===== src/abuf_params.svh =====
`ifndef ABUF_PARAMS_SVH
`define ABUF_PARAMS_SVH

// ====================
// Address and line geometry
// ====================

// Byte address width
`define ABUF_XLEN 32

// One cache line, split into 32-bit words and 16-bit parcels
`define ABUF_LINE_BITS 128
`define ABUF_WORD_BITS 32
`define ABUF_PARCEL_BITS 16
`define ABUF_WORDS 4
`define ABUF_LINE_BYTES 16

// ====================
// Direct-mapped cache shape
// ====================

`define ABUF_NUM_SETS 16
`define ABUF_IDX_W 4
// Byte offset inside a line
`define ABUF_OFFSET_W 4
// Whatever is left above index and offset
`define ABUF_TAG_W 24

`endif


===== src/abuf_pkg.sv =====
`include "abuf_params.svh"

package abuf_pkg;

  // Plain vectors with a meaning
  typedef logic [`ABUF_XLEN-1:0]         abuf_addr_t;
  typedef logic [`ABUF_WORD_BITS-1:0]    abuf_instr_t;
  typedef logic [`ABUF_LINE_BITS-1:0]    abuf_line_t;
  typedef logic [`ABUF_PARCEL_BITS-1:0]  abuf_parcel_t;
  typedef logic [`ABUF_IDX_W-1:0]        abuf_idx_t;
  typedef logic [`ABUF_TAG_W-1:0]        abuf_tag_t;
  typedef logic [$clog2(`ABUF_WORDS)-1:0] abuf_word_sel_t;

  // ====================
  // Port bundles
  // ====================

  typedef struct packed {
    logic       valid;
    abuf_addr_t addr;
  } abuf_fetch_req_t;

  typedef struct packed {
    logic        valid;
    logic        miss;
    abuf_instr_t instr;
  } abuf_fetch_res_t;

  // Address is always line aligned
  typedef struct packed {
    logic       valid;
    abuf_addr_t addr;
  } abuf_mem_req_t;

  typedef struct packed {
    logic       valid;
    abuf_line_t line;
  } abuf_mem_res_t;

  // Decoded request and hit/miss for both lines
  typedef struct packed {
    logic           half_sel;
    abuf_word_sel_t word_sel;
    logic           unalign;
    abuf_idx_t      odd_idx;
    abuf_idx_t      even_idx;
    logic           odd_hit;
    logic           even_hit;
    logic           odd_miss;
    logic           even_miss;
  } abuf_lookup_t;

  // Bank write on a fill
  typedef struct packed {
    logic      en;
    abuf_idx_t even_idx;
    abuf_idx_t odd_idx;
  } abuf_fill_t;

  typedef enum logic {
    ABUF_IDLE,
    ABUF_SECOND
  } abuf_state_e;

endpackage


===== src/abuf_tag_store.sv =====
`timescale 1ns/1ps
`include "abuf_params.svh"

module abuf_tag_store
  import abuf_pkg::*;
(
  input  logic            clk_i,
  input  logic            rst_n_i,
  input  logic            flush_i,
  input  abuf_fetch_req_t fetch_req_i,
  input  abuf_mem_res_t   mem_res_i,
  input  logic            in_second_i,
  output abuf_lookup_t    lookup_o,
  output abuf_fill_t      fill_o
);

  // Valid flag per set, tags kept apart
  logic [`ABUF_NUM_SETS-1:0] valid_q;
  abuf_tag_t                 tag_q [`ABUF_NUM_SETS];

  logic           half_sel;
  abuf_word_sel_t word_sel;
  logic           unalign;
  abuf_idx_t      odd_idx;
  abuf_idx_t      even_idx;
  logic           idx_wrap;
  abuf_tag_t      odd_tag;
  abuf_tag_t      even_tag;
  logic           odd_match;
  logic           even_match;
  logic           fill_odd;
  abuf_idx_t      wr_idx;
  abuf_tag_t      wr_tag;

  // ====================
  // Address decode
  // ====================
  always_comb begin
    half_sel = fetch_req_i.addr[1];
    word_sel = fetch_req_i.addr[`ABUF_OFFSET_W-1:2];
    // Last parcel of the line, upper half lives in the next line
    unalign  = &{word_sel, half_sel};
    odd_idx  = fetch_req_i.addr[`ABUF_IDX_W+`ABUF_OFFSET_W-1:`ABUF_OFFSET_W];
    // Next-line index, wrap past the last set carries into the tag
    {idx_wrap, even_idx} = {1'b0, odd_idx} + (`ABUF_IDX_W+1)'(unalign);
    odd_tag  = fetch_req_i.addr[`ABUF_XLEN-1:`ABUF_IDX_W+`ABUF_OFFSET_W];
    even_tag = idx_wrap ? odd_tag + 1'b1 : odd_tag;
  end

  // Tag compare for both lines
  assign odd_match  = valid_q[odd_idx] && (tag_q[odd_idx] == odd_tag);
  assign even_match = valid_q[even_idx] && (tag_q[even_idx] == even_tag);

  always_comb begin
    lookup_o.half_sel  = half_sel;
    lookup_o.word_sel  = word_sel;
    lookup_o.unalign   = unalign;
    lookup_o.odd_idx   = odd_idx;
    lookup_o.even_idx  = even_idx;
    // Only a live request can hit or miss
    lookup_o.odd_hit   = fetch_req_i.valid && odd_match;
    lookup_o.even_hit  = fetch_req_i.valid && even_match;
    lookup_o.odd_miss  = fetch_req_i.valid && !odd_match;
    lookup_o.even_miss = fetch_req_i.valid && !even_match;
  end

  // ====================
  // Fill decision
  // ====================
  // Odd line goes first, second phase always fills the even line
  assign fill_odd = lookup_o.odd_miss && !in_second_i;
  assign wr_idx   = fill_odd ? odd_idx : even_idx;
  assign wr_tag   = fill_odd ? odd_tag : even_tag;

  always_comb begin
    fill_o.en       = mem_res_i.valid && (lookup_o.odd_miss || lookup_o.even_miss);
    // Both banks take their half of the same arriving line
    fill_o.even_idx = wr_idx;
    fill_o.odd_idx  = wr_idx;
  end

  // Flush is a synchronous clear of every valid flag
  always_ff @(posedge clk_i or negedge rst_n_i) begin
    if (!rst_n_i) begin
      valid_q <= '0;
    end else if (flush_i) begin
      valid_q <= '0;
    end else if (fill_o.en) begin
      valid_q[wr_idx] <= 1'b1;
    end
  end

  always_ff @(posedge clk_i) begin
    if (fill_o.en) begin
      tag_q[wr_idx] <= wr_tag;
    end
  end

endmodule


===== src/abuf_parcel_bank.sv =====
`timescale 1ns/1ps
`include "abuf_params.svh"

module abuf_parcel_bank
  import abuf_pkg::*;
#(
  // 0 keeps the low parcel of each word, 1 the high parcel
  parameter int PARCEL_HALF = 0
) (
  input  logic                             clk_i,
  input  abuf_fill_t                       fill_i,
  input  abuf_idx_t                        rd_idx_i,
  input  abuf_line_t                       line_i,
  output abuf_parcel_t [`ABUF_WORDS-1:0]   parcels_o
);

  // One row of parcels per set
  abuf_parcel_t [`ABUF_WORDS-1:0] mem_q [`ABUF_NUM_SETS];

  abuf_idx_t                      wr_idx;
  abuf_parcel_t [`ABUF_WORDS-1:0] wr_parcels;

  // Each half of the bank pair has its own fill index
  assign wr_idx = (PARCEL_HALF != 0) ? fill_i.odd_idx : fill_i.even_idx;

  // ====================
  // Split the line
  // ====================
  always_comb begin
    for (int w = 0; w < `ABUF_WORDS; w++) begin
      // Pick this bank's half of word w
      wr_parcels[w] =
        line_i[w*`ABUF_WORD_BITS + PARCEL_HALF*`ABUF_PARCEL_BITS +: `ABUF_PARCEL_BITS];
    end
  end

  // Whole row written at the edge of the fill
  always_ff @(posedge clk_i) begin
    if (fill_i.en) begin
      mem_q[wr_idx] <= wr_parcels;
    end
  end

  // Combinational read of the lookup set
  assign parcels_o = mem_q[rd_idx_i];

endmodule


===== src/abuf_miss_ctrl.sv =====
`timescale 1ns/1ps
`include "abuf_params.svh"

module abuf_miss_ctrl
  import abuf_pkg::*;
(
  input  logic            clk_i,
  input  logic            rst_n_i,
  input  logic            flush_i,
  input  abuf_fetch_req_t fetch_req_i,
  input  abuf_lookup_t    lookup_i,
  input  abuf_mem_res_t   mem_res_i,
  output abuf_mem_req_t   mem_req_o,
  output logic            in_second_o
);

  abuf_state_e state_q;
  abuf_state_e state_d;

  logic       double_miss;
  logic       any_miss;
  logic       want_next;
  abuf_addr_t base_addr;

  // Line crossing with neither line present
  assign double_miss = lookup_i.unalign && lookup_i.odd_miss && lookup_i.even_miss;
  assign any_miss    = lookup_i.odd_miss || lookup_i.even_miss;

  // ====================
  // Double-miss FSM
  // ====================
  always_comb begin
    state_d = state_q;
    case (state_q)
      ABUF_IDLE: begin
        // First pulse filled the current line, next line still owed
        if (double_miss && mem_res_i.valid) begin
          state_d = ABUF_SECOND;
        end
      end
      ABUF_SECOND: begin
        if (mem_res_i.valid) begin
          state_d = ABUF_IDLE;
        end
      end
      default: state_d = ABUF_IDLE;
    endcase
    if (flush_i) begin
      state_d = ABUF_IDLE;
    end
  end

  always_ff @(posedge clk_i or negedge rst_n_i) begin
    if (!rst_n_i) begin
      state_q <= ABUF_IDLE;
    end else begin
      state_q <= state_d;
    end
  end

  assign in_second_o = (state_q == ABUF_SECOND);

  // ====================
  // Lower-memory request
  // ====================
  // Line base of the fetch address
  assign base_addr = {fetch_req_i.addr[`ABUF_XLEN-1:`ABUF_OFFSET_W], `ABUF_OFFSET_W'(0)};

  // Next line is needed in the second phase, or when only it is missing
  assign want_next = in_second_o ||
                     (lookup_i.unalign && lookup_i.even_miss && !lookup_i.odd_miss);

  always_comb begin
    // Held high until the pulse, dropped in the pulse cycle itself
    mem_req_o.valid = any_miss && !mem_res_i.valid;
    mem_req_o.addr  = want_next ? base_addr + abuf_addr_t'(`ABUF_LINE_BYTES) : base_addr;
  end

endmodule


===== src/abuf_assemble.sv =====
`timescale 1ns/1ps
`include "abuf_params.svh"

module abuf_assemble
  import abuf_pkg::*;
(
  input  abuf_lookup_t                   lookup_i,
  input  abuf_parcel_t [`ABUF_WORDS-1:0] even_parcels_i,
  input  abuf_parcel_t [`ABUF_WORDS-1:0] odd_parcels_i,
  input  abuf_mem_res_t                  mem_res_i,
  input  logic                           in_second_i,
  output abuf_fetch_res_t                fetch_res_o
);

  // Parcel layout of one line
  //   word    |  w3   |  w2   |  w1   |  w0   |
  //   parcel  | O3 E3 | O2 E2 | O1 E1 | O0 E0 |
  //   offset  | E  C  | A  8  | 6  4  | 2  0  |

  abuf_word_sel_t even_word;
  abuf_parcel_t   even_bank;
  abuf_parcel_t   odd_bank;
  abuf_parcel_t   even_line;
  abuf_parcel_t   odd_line;
  abuf_parcel_t   even_parcel;
  abuf_parcel_t   odd_parcel;
  logic           fill_odd;
  logic           even_from_line;
  logic           odd_from_line;
  logic           dual_hit;
  logic           any_miss;
  logic           first_of_double;
  logic           single_done;
  logic           second_done;

  // ====================
  // Parcel selection
  // ====================
  // Even parcel sits one word up on a half offset, or word 0 of the next line
  assign even_word = lookup_i.unalign ? '0 :
                     lookup_i.word_sel + abuf_word_sel_t'(lookup_i.half_sel);

  always_comb begin
    even_bank = even_parcels_i[even_word];
    odd_bank  = odd_parcels_i[lookup_i.word_sel];
    // Same positions taken out of the arriving line
    even_line = mem_res_i.line[even_word*`ABUF_WORD_BITS +: `ABUF_PARCEL_BITS];
    odd_line  = mem_res_i.line[lookup_i.word_sel*`ABUF_WORD_BITS + `ABUF_PARCEL_BITS
                               +: `ABUF_PARCEL_BITS];
  end

  // Which line the pulse carries, same rule as the tag store
  assign fill_odd = lookup_i.odd_miss && !in_second_i;

  // Odd parcel comes from the line only when the current line is arriving
  assign odd_from_line = mem_res_i.valid && fill_odd;

  // Aligned, both parcels share the arriving line
  // Unaligned, only when the next line is the one arriving
  assign even_from_line = mem_res_i.valid && lookup_i.even_miss &&
                          (!lookup_i.unalign || !fill_odd);

  assign even_parcel = even_from_line ? even_line : even_bank;
  assign odd_parcel  = odd_from_line ? odd_line : odd_bank;

  // ====================
  // Assembly and valid
  // ====================
  assign dual_hit        = lookup_i.odd_hit && lookup_i.even_hit;
  assign any_miss        = lookup_i.odd_miss || lookup_i.even_miss;
  // First pulse of a line-crossing double miss, half the data still missing
  assign first_of_double = lookup_i.unalign && lookup_i.odd_miss &&
                           lookup_i.even_miss && !in_second_i;
  assign single_done     = mem_res_i.valid && any_miss && !first_of_double;
  assign second_done     = mem_res_i.valid && in_second_i;

  always_comb begin
    // Lower address in the low half of the instruction
    if (lookup_i.half_sel) begin
      fetch_res_o.instr = {even_parcel, odd_parcel};
    end else begin
      fetch_res_o.instr = {odd_parcel, even_parcel};
    end
    fetch_res_o.valid = dual_hit || single_done || second_done;
    fetch_res_o.miss  = any_miss;
  end

endmodule


===== src/align_buffer.sv =====
`timescale 1ns/1ps
`include "abuf_params.svh"

module align_buffer
  import abuf_pkg::*;
(
  input  logic            clk_i,
  input  logic            rst_n_i,
  input  logic            flush_i,
  input  abuf_fetch_req_t fetch_req_i,
  output abuf_fetch_res_t fetch_res_o,
  output abuf_mem_req_t   mem_req_o,
  input  abuf_mem_res_t   mem_res_i
);

  abuf_lookup_t                   lookup;
  abuf_fill_t                     fill;
  logic                           in_second;
  abuf_parcel_t [`ABUF_WORDS-1:0] even_parcels;
  abuf_parcel_t [`ABUF_WORDS-1:0] odd_parcels;

  // ====================
  // Tags and lookup
  // ====================
  abuf_tag_store u_tag_store (
    .clk_i       (clk_i),
    .rst_n_i     (rst_n_i),
    .flush_i     (flush_i),
    .fetch_req_i (fetch_req_i),
    .mem_res_i   (mem_res_i),
    .in_second_i (in_second),
    .lookup_o    (lookup),
    .fill_o      (fill)
  );

  // Low halves, read at the next-line index when crossing
  abuf_parcel_bank #(
    .PARCEL_HALF (0)
  ) u_even_bank (
    .clk_i     (clk_i),
    .fill_i    (fill),
    .rd_idx_i  (lookup.even_idx),
    .line_i    (mem_res_i.line),
    .parcels_o (even_parcels)
  );

  // High halves, always the current line
  abuf_parcel_bank #(
    .PARCEL_HALF (1)
  ) u_odd_bank (
    .clk_i     (clk_i),
    .fill_i    (fill),
    .rd_idx_i  (lookup.odd_idx),
    .line_i    (mem_res_i.line),
    .parcels_o (odd_parcels)
  );

  // ====================
  // Miss handling and output
  // ====================
  abuf_miss_ctrl u_miss_ctrl (
    .clk_i       (clk_i),
    .rst_n_i     (rst_n_i),
    .flush_i     (flush_i),
    .fetch_req_i (fetch_req_i),
    .lookup_i    (lookup),
    .mem_res_i   (mem_res_i),
    .mem_req_o   (mem_req_o),
    .in_second_o (in_second)
  );

  abuf_assemble u_assemble (
    .lookup_i       (lookup),
    .even_parcels_i (even_parcels),
    .odd_parcels_i  (odd_parcels),
    .mem_res_i      (mem_res_i),
    .in_second_i    (in_second),
    .fetch_res_o    (fetch_res_o)
  );

endmodule


===== config.mk =====
export PLATFORM = sky130hd
export DESIGN_NAME = align_buffer
export DESIGN_NICKNAME = d
export VERILOG_FILES = /design/src/abuf_pkg.sv /design/src/abuf_tag_store.sv /design/src/abuf_parcel_bank.sv /design/src/abuf_miss_ctrl.sv /design/src/abuf_assemble.sv /design/src/align_buffer.sv
export VERILOG_INCLUDE_DIRS = /design/src
export SDC_FILE = /design/constraint.sdc
export NUM_CORES = 2
export LEC_CHECK = 0
export BUFFER_PORTS_ARGS = -buffer_cell sky130_fd_sc_hd__clkbuf_2
export CORE_ASPECT_RATIO = 1.2
export CORE_MARGIN = 2
export CORE_UTILIZATION = 45
export DETAILED_ROUTE_END_ITERATION = 12
export HOLD_SLACK_MARGIN = 0.08
export PLACE_DENSITY = 0.66
export SLEW_MARGIN = 20
export SYNTH_ARGS = -nofsm -noshare
export SYNTH_HDL_FRONTEND = slang
export SYNTH_SLANG_ARGS = --single-unit

===== constraint.sdc =====
create_clock -name clk_i -period 31.1 [get_ports clk_i]
set_input_delay 3.11 -clock clk_i [delete_from_list [all_inputs] [get_ports clk_i]]
set_output_delay 3.11 -clock clk_i [all_outputs]
set_load 0.05 [all_outputs]

==> results.toml <==
[setup_path]
critPathSlowestCell = "nand2b_2"
start_kind = "input pin"
worst-path-buf-inv = 4
path_cells = "buf_4 -> ha_1 -> ha_4 -> nand4_2 -> xnor2_4 -> buf_4 -> buf_4 -> mux4_2 -> a22oi_1 -> nand4_1 -> a22oi_1 -> nand4_1 -> nor4_2 -> nand2b_2 -> and2_1 -> o22a_1 -> clkbuf_2"
cpPeakStageDelay_ns = 0.91
cp.required_ns = 27.99
r2r-start = "u_tag_store.tag_q[9][17]$_DFFE_PP_"
worst-r2r-cell-count = 14
critPathArrivalTime_ns = 10.05
worst_path_dominant_cell_family = "simple AND/OR/NAND/NOR gates"
r2r_end = "u_odd_bank.mem_q[6][41]$_DFFE_PP_"
endpoint_kind = "primary output"
critPathMaxFanout = 48
regToRegSetupSlack_ns = 24.25
critical_path_class = "input pin to primary output"
cp_common_cell = "buf_4"

[synth]
muxShareOfSynthArea = 0.208
synth-seq-area-share = 0.729
synthSimpleGateAreaFrac = 0.0176
synth_compound_area_frac = 0.0183
synth_top_family_by_area = "multiplexers"
synth_seq_cells = 2449
synth_top_area_share = 0.725
syn_area_um2 = 101000
synth-main-ff-cell = "edfxtp_1"
synthAdderAreaFrac = 0.000745
synth_cells = 4500
synth-edff-count = 2432
synth-warning-count = 0
synth_most_common_cell = "edfxtp_1"
avgSynthCellArea_um2 = 22.4
async_flop_share = 0.00694
synth_xor_area_frac = 0.0104
synthTopCellsByArea = "edfxtp_1 72%, mux4_2 19%, mux2i_1 1.1%"
synthDistinctLibCells = 84
yosysTopAreaCell = "edfxtp_1"
yosys-top-cells-count = "2,432 x edfxtp_1, 858 x mux4_2, 135 x clkbuf_1, 114 x mux2i_1, 97 x xnor2_1"

[placement]
place_hpwl_mm = 139
placed_area_um2 = 105000
dpl.cell_count = 7514
port_buffers = 226
dp_slack_ns = 17.92
gp_congestion = 0.937

[sta]
layout_worst_path_cycle_share = 0.423
skew_ns = 0.102
relSlewSlack = 0.250
setup_violations = 0
worst_slack_ns = 17.94
hold_violations = 0
worstMarginPinSlew_ns = 1.12
holdWs_ns = 0.536
rsz0062_at_grt = "no"
drv_slew = 0
tns_ns = 0
maxClockFrequency_mhz = 76.0
min_period_ns = 13.16

[routing]
drt-total-wl_mm = 261
antenna_left = 0
via_per_inst = 6.28
wire_per_inst_um = 32.9
drc = 0
drtPass1Iterations = 7
drt_iter0_drc = 5443
vias = 49800

[clock_tree]
hold_buffers = 0
cts_buffers = 221
cts_htree_levels = 4
ctsLongestPathBuffers = 3
cts-root-buf = "clkbuf_16"
cts_setup_buffers = 0
cts.clk_slew.worst_paths_ns = 0.06
worstSkewPairLatency_ns = 0.90
cts_resized = 0
cts_tree = "yes"
cts.sinks = 2449

[worst_hold_path]
min_path_type = "flop to flop"
whs_endpoint = "u_tag_store.valid_q[6]$_DFFE_PN0P_"
hold_depth = 2
worstHoldStart = "u_tag_store.valid_q[6]$_DFFE_PN0P_"

[power_and_ir_drop]
p_sw_frac = 0.224
power.density_nw_per_um2 = 61.6
p_switching_mw = 1.56
pwr-share-clk = 0.391
leakage_nw = 35.2
combPwrFrac = 0.081
max-vdd-ir-drop_mv = 0.0664
pwr-share-seq = 0.528
p_int_mw = 5.39

[floorplan]
row_count = 190
die_area_um2 = 228000
ios = 232
die_x_um = 436
die_h_um = 522
coreArea_um2 = 223000
start_util = 0.452

[layout]
fillers = 17700
drive_gt1_frac = 0.325
layoutNonFillerInstCount = 7929
syn2layout_area_growth_pct = 11.9
fin_area_um2 = 113000
nets = 4933

[global_routing]
grt_max_degree = 158
grt_pass1_vias = 50600
grt_pass1_wl_mm = 371
antenna_found_initial = 46
grtUsageTotal = 0.227
gr-total-overflow = 0

[job]
cap_viol_max_count = 0

[run_status]
status = "finished, final reports clean"
-- tightest hold or removal path, delay by kind of cell, from the launching register on --
family	cells	cell delay [ns]
AOI/OAI and AO/OA	1	0.08
buffers and inverters	1	0.06
DFF	1	0.34
-- layout by cell type, fill, tap and decap left out, types with 7 or more instances in the layout --
cell type and count:
buf_4 73, a22o_1 7, buf_12 20, o21ai_0 60, xor2_1 14, clkinv_2 47, inv_1 36, nand2_1 95
diode_2 9, nor2_1 37, a22oi_1 25, bufinv_16 23, xnor2_2 20, dfrtp_1 17, a32oi_1 8, a21oi_1 16
xnor2_1 77, o22a_1 34, nand4_1 29, mux2_2 44, clkbuf_16 222, mux4_2 858, nor3_2 12, mux2i_1 114
nor4_1 10, clkinv_1 50, nand3_1 41, clkbuf_2 222, o32ai_2 9, nor3_1 19, edfxtp_1 2432, clkbuf_1 41
o22ai_1 16, nor2b_1 11, and3_1 18, and2_1 32
-- flip-flops by register name (all words and copies together) (netlist names) --
signal,cells
u_odd_bank.mem_q,1024
u_tag_store.valid_q,16
u_miss_ctrl.in_second_o,1
u_even_bank.mem_q,1024
u_tag_store.tag_q,384
-- kinds of logic (layout without fill, tap and decap cells) --
family | after synthesis | count (layout)
compound gates | 247 | 247
xor+xnor | 116 | 116
fa+ha+maj | 6 | 6
buf+inv | 322 | 763
flops | 2449 | 2449
mux | 1016 | 1016
other cells | 1 | 13
simple gates | 343 | 343
-- power by group through the flow --
stage	Clock (mW)	Sequential (mW)	Combinational (mW)
3_5_place_dp	0	3.73	0.567
3_3_place_gp	0	3.73	0.561
4_1_cts	2.76	3.66	0.568
5_1_grt	2.87	3.66	0.595
6_report	2.72	3.66	0.565
2_1_floorplan	0	3.74	0.371
-- per-layer routing --
| metal | routed length (um) | global-route usage | vias up |
|---|---|---|---|
| li1 | - | - | 19900 |
| met1 | 104000 | 0.312 | 27200 |
| met2 | 129000 | 0.376 | 2239 |
| met3 | 19300 | 0.0403 | 499 |
| met4 | 7910 | 0.0664 | 22 |
| met5 | 134 | 0 | - |
-- worst max path at each step --
| stage | startpoint | to | slack [ns] | cells after the start |
|---|---|---|---|---|
| 3_5_place_dp | fetch_req_i[2] | fetch_res_o[9] | 17.92 | 17 |
| 3_3_place_gp | fetch_req_i[2] | fetch_res_o[25] | 17.96 | 17 |
| 5_1_grt | fetch_req_i[2] | fetch_res_o[9] | 17.48 | 17 |
| 6_report | fetch_req_i[2] | fetch_res_o[9] | 17.94 | 17 |
| 2_1_floorplan | fetch_req_i[4] | u_even_bank.mem_q[0][0]$_DFFE_PP_ | 12.76 | 23 |
| 4_1_cts | fetch_req_i[2] | fetch_res_o[9] | 17.91 | 17 |
-- metrics by stage --
stage / util / total power [mW]
floorplan: - / 4.11
finish: 0.506 / 6.94
global route: 0.505 / 7.13
detailed placement: 0.472 / 4.30
CTS: 0.505 / 6.99
global placement: 0.472 / 4.29
-- area by class of cell --
class                      count  area [um^2]  share of cell area
sequential                  2449        73500               0.652
multi-input combinational   1732        26000               0.231
clock buffer                 263         5710              0.0506
tap                         2976         3720              0.0330
timing repair buffer         319         2130              0.0189
clock inverter               142         1500              0.0133
inverter                      39          151             0.00134
antenna                        9         22.5            0.000200
No activity file was read; power rests on OpenSTA's default activity.
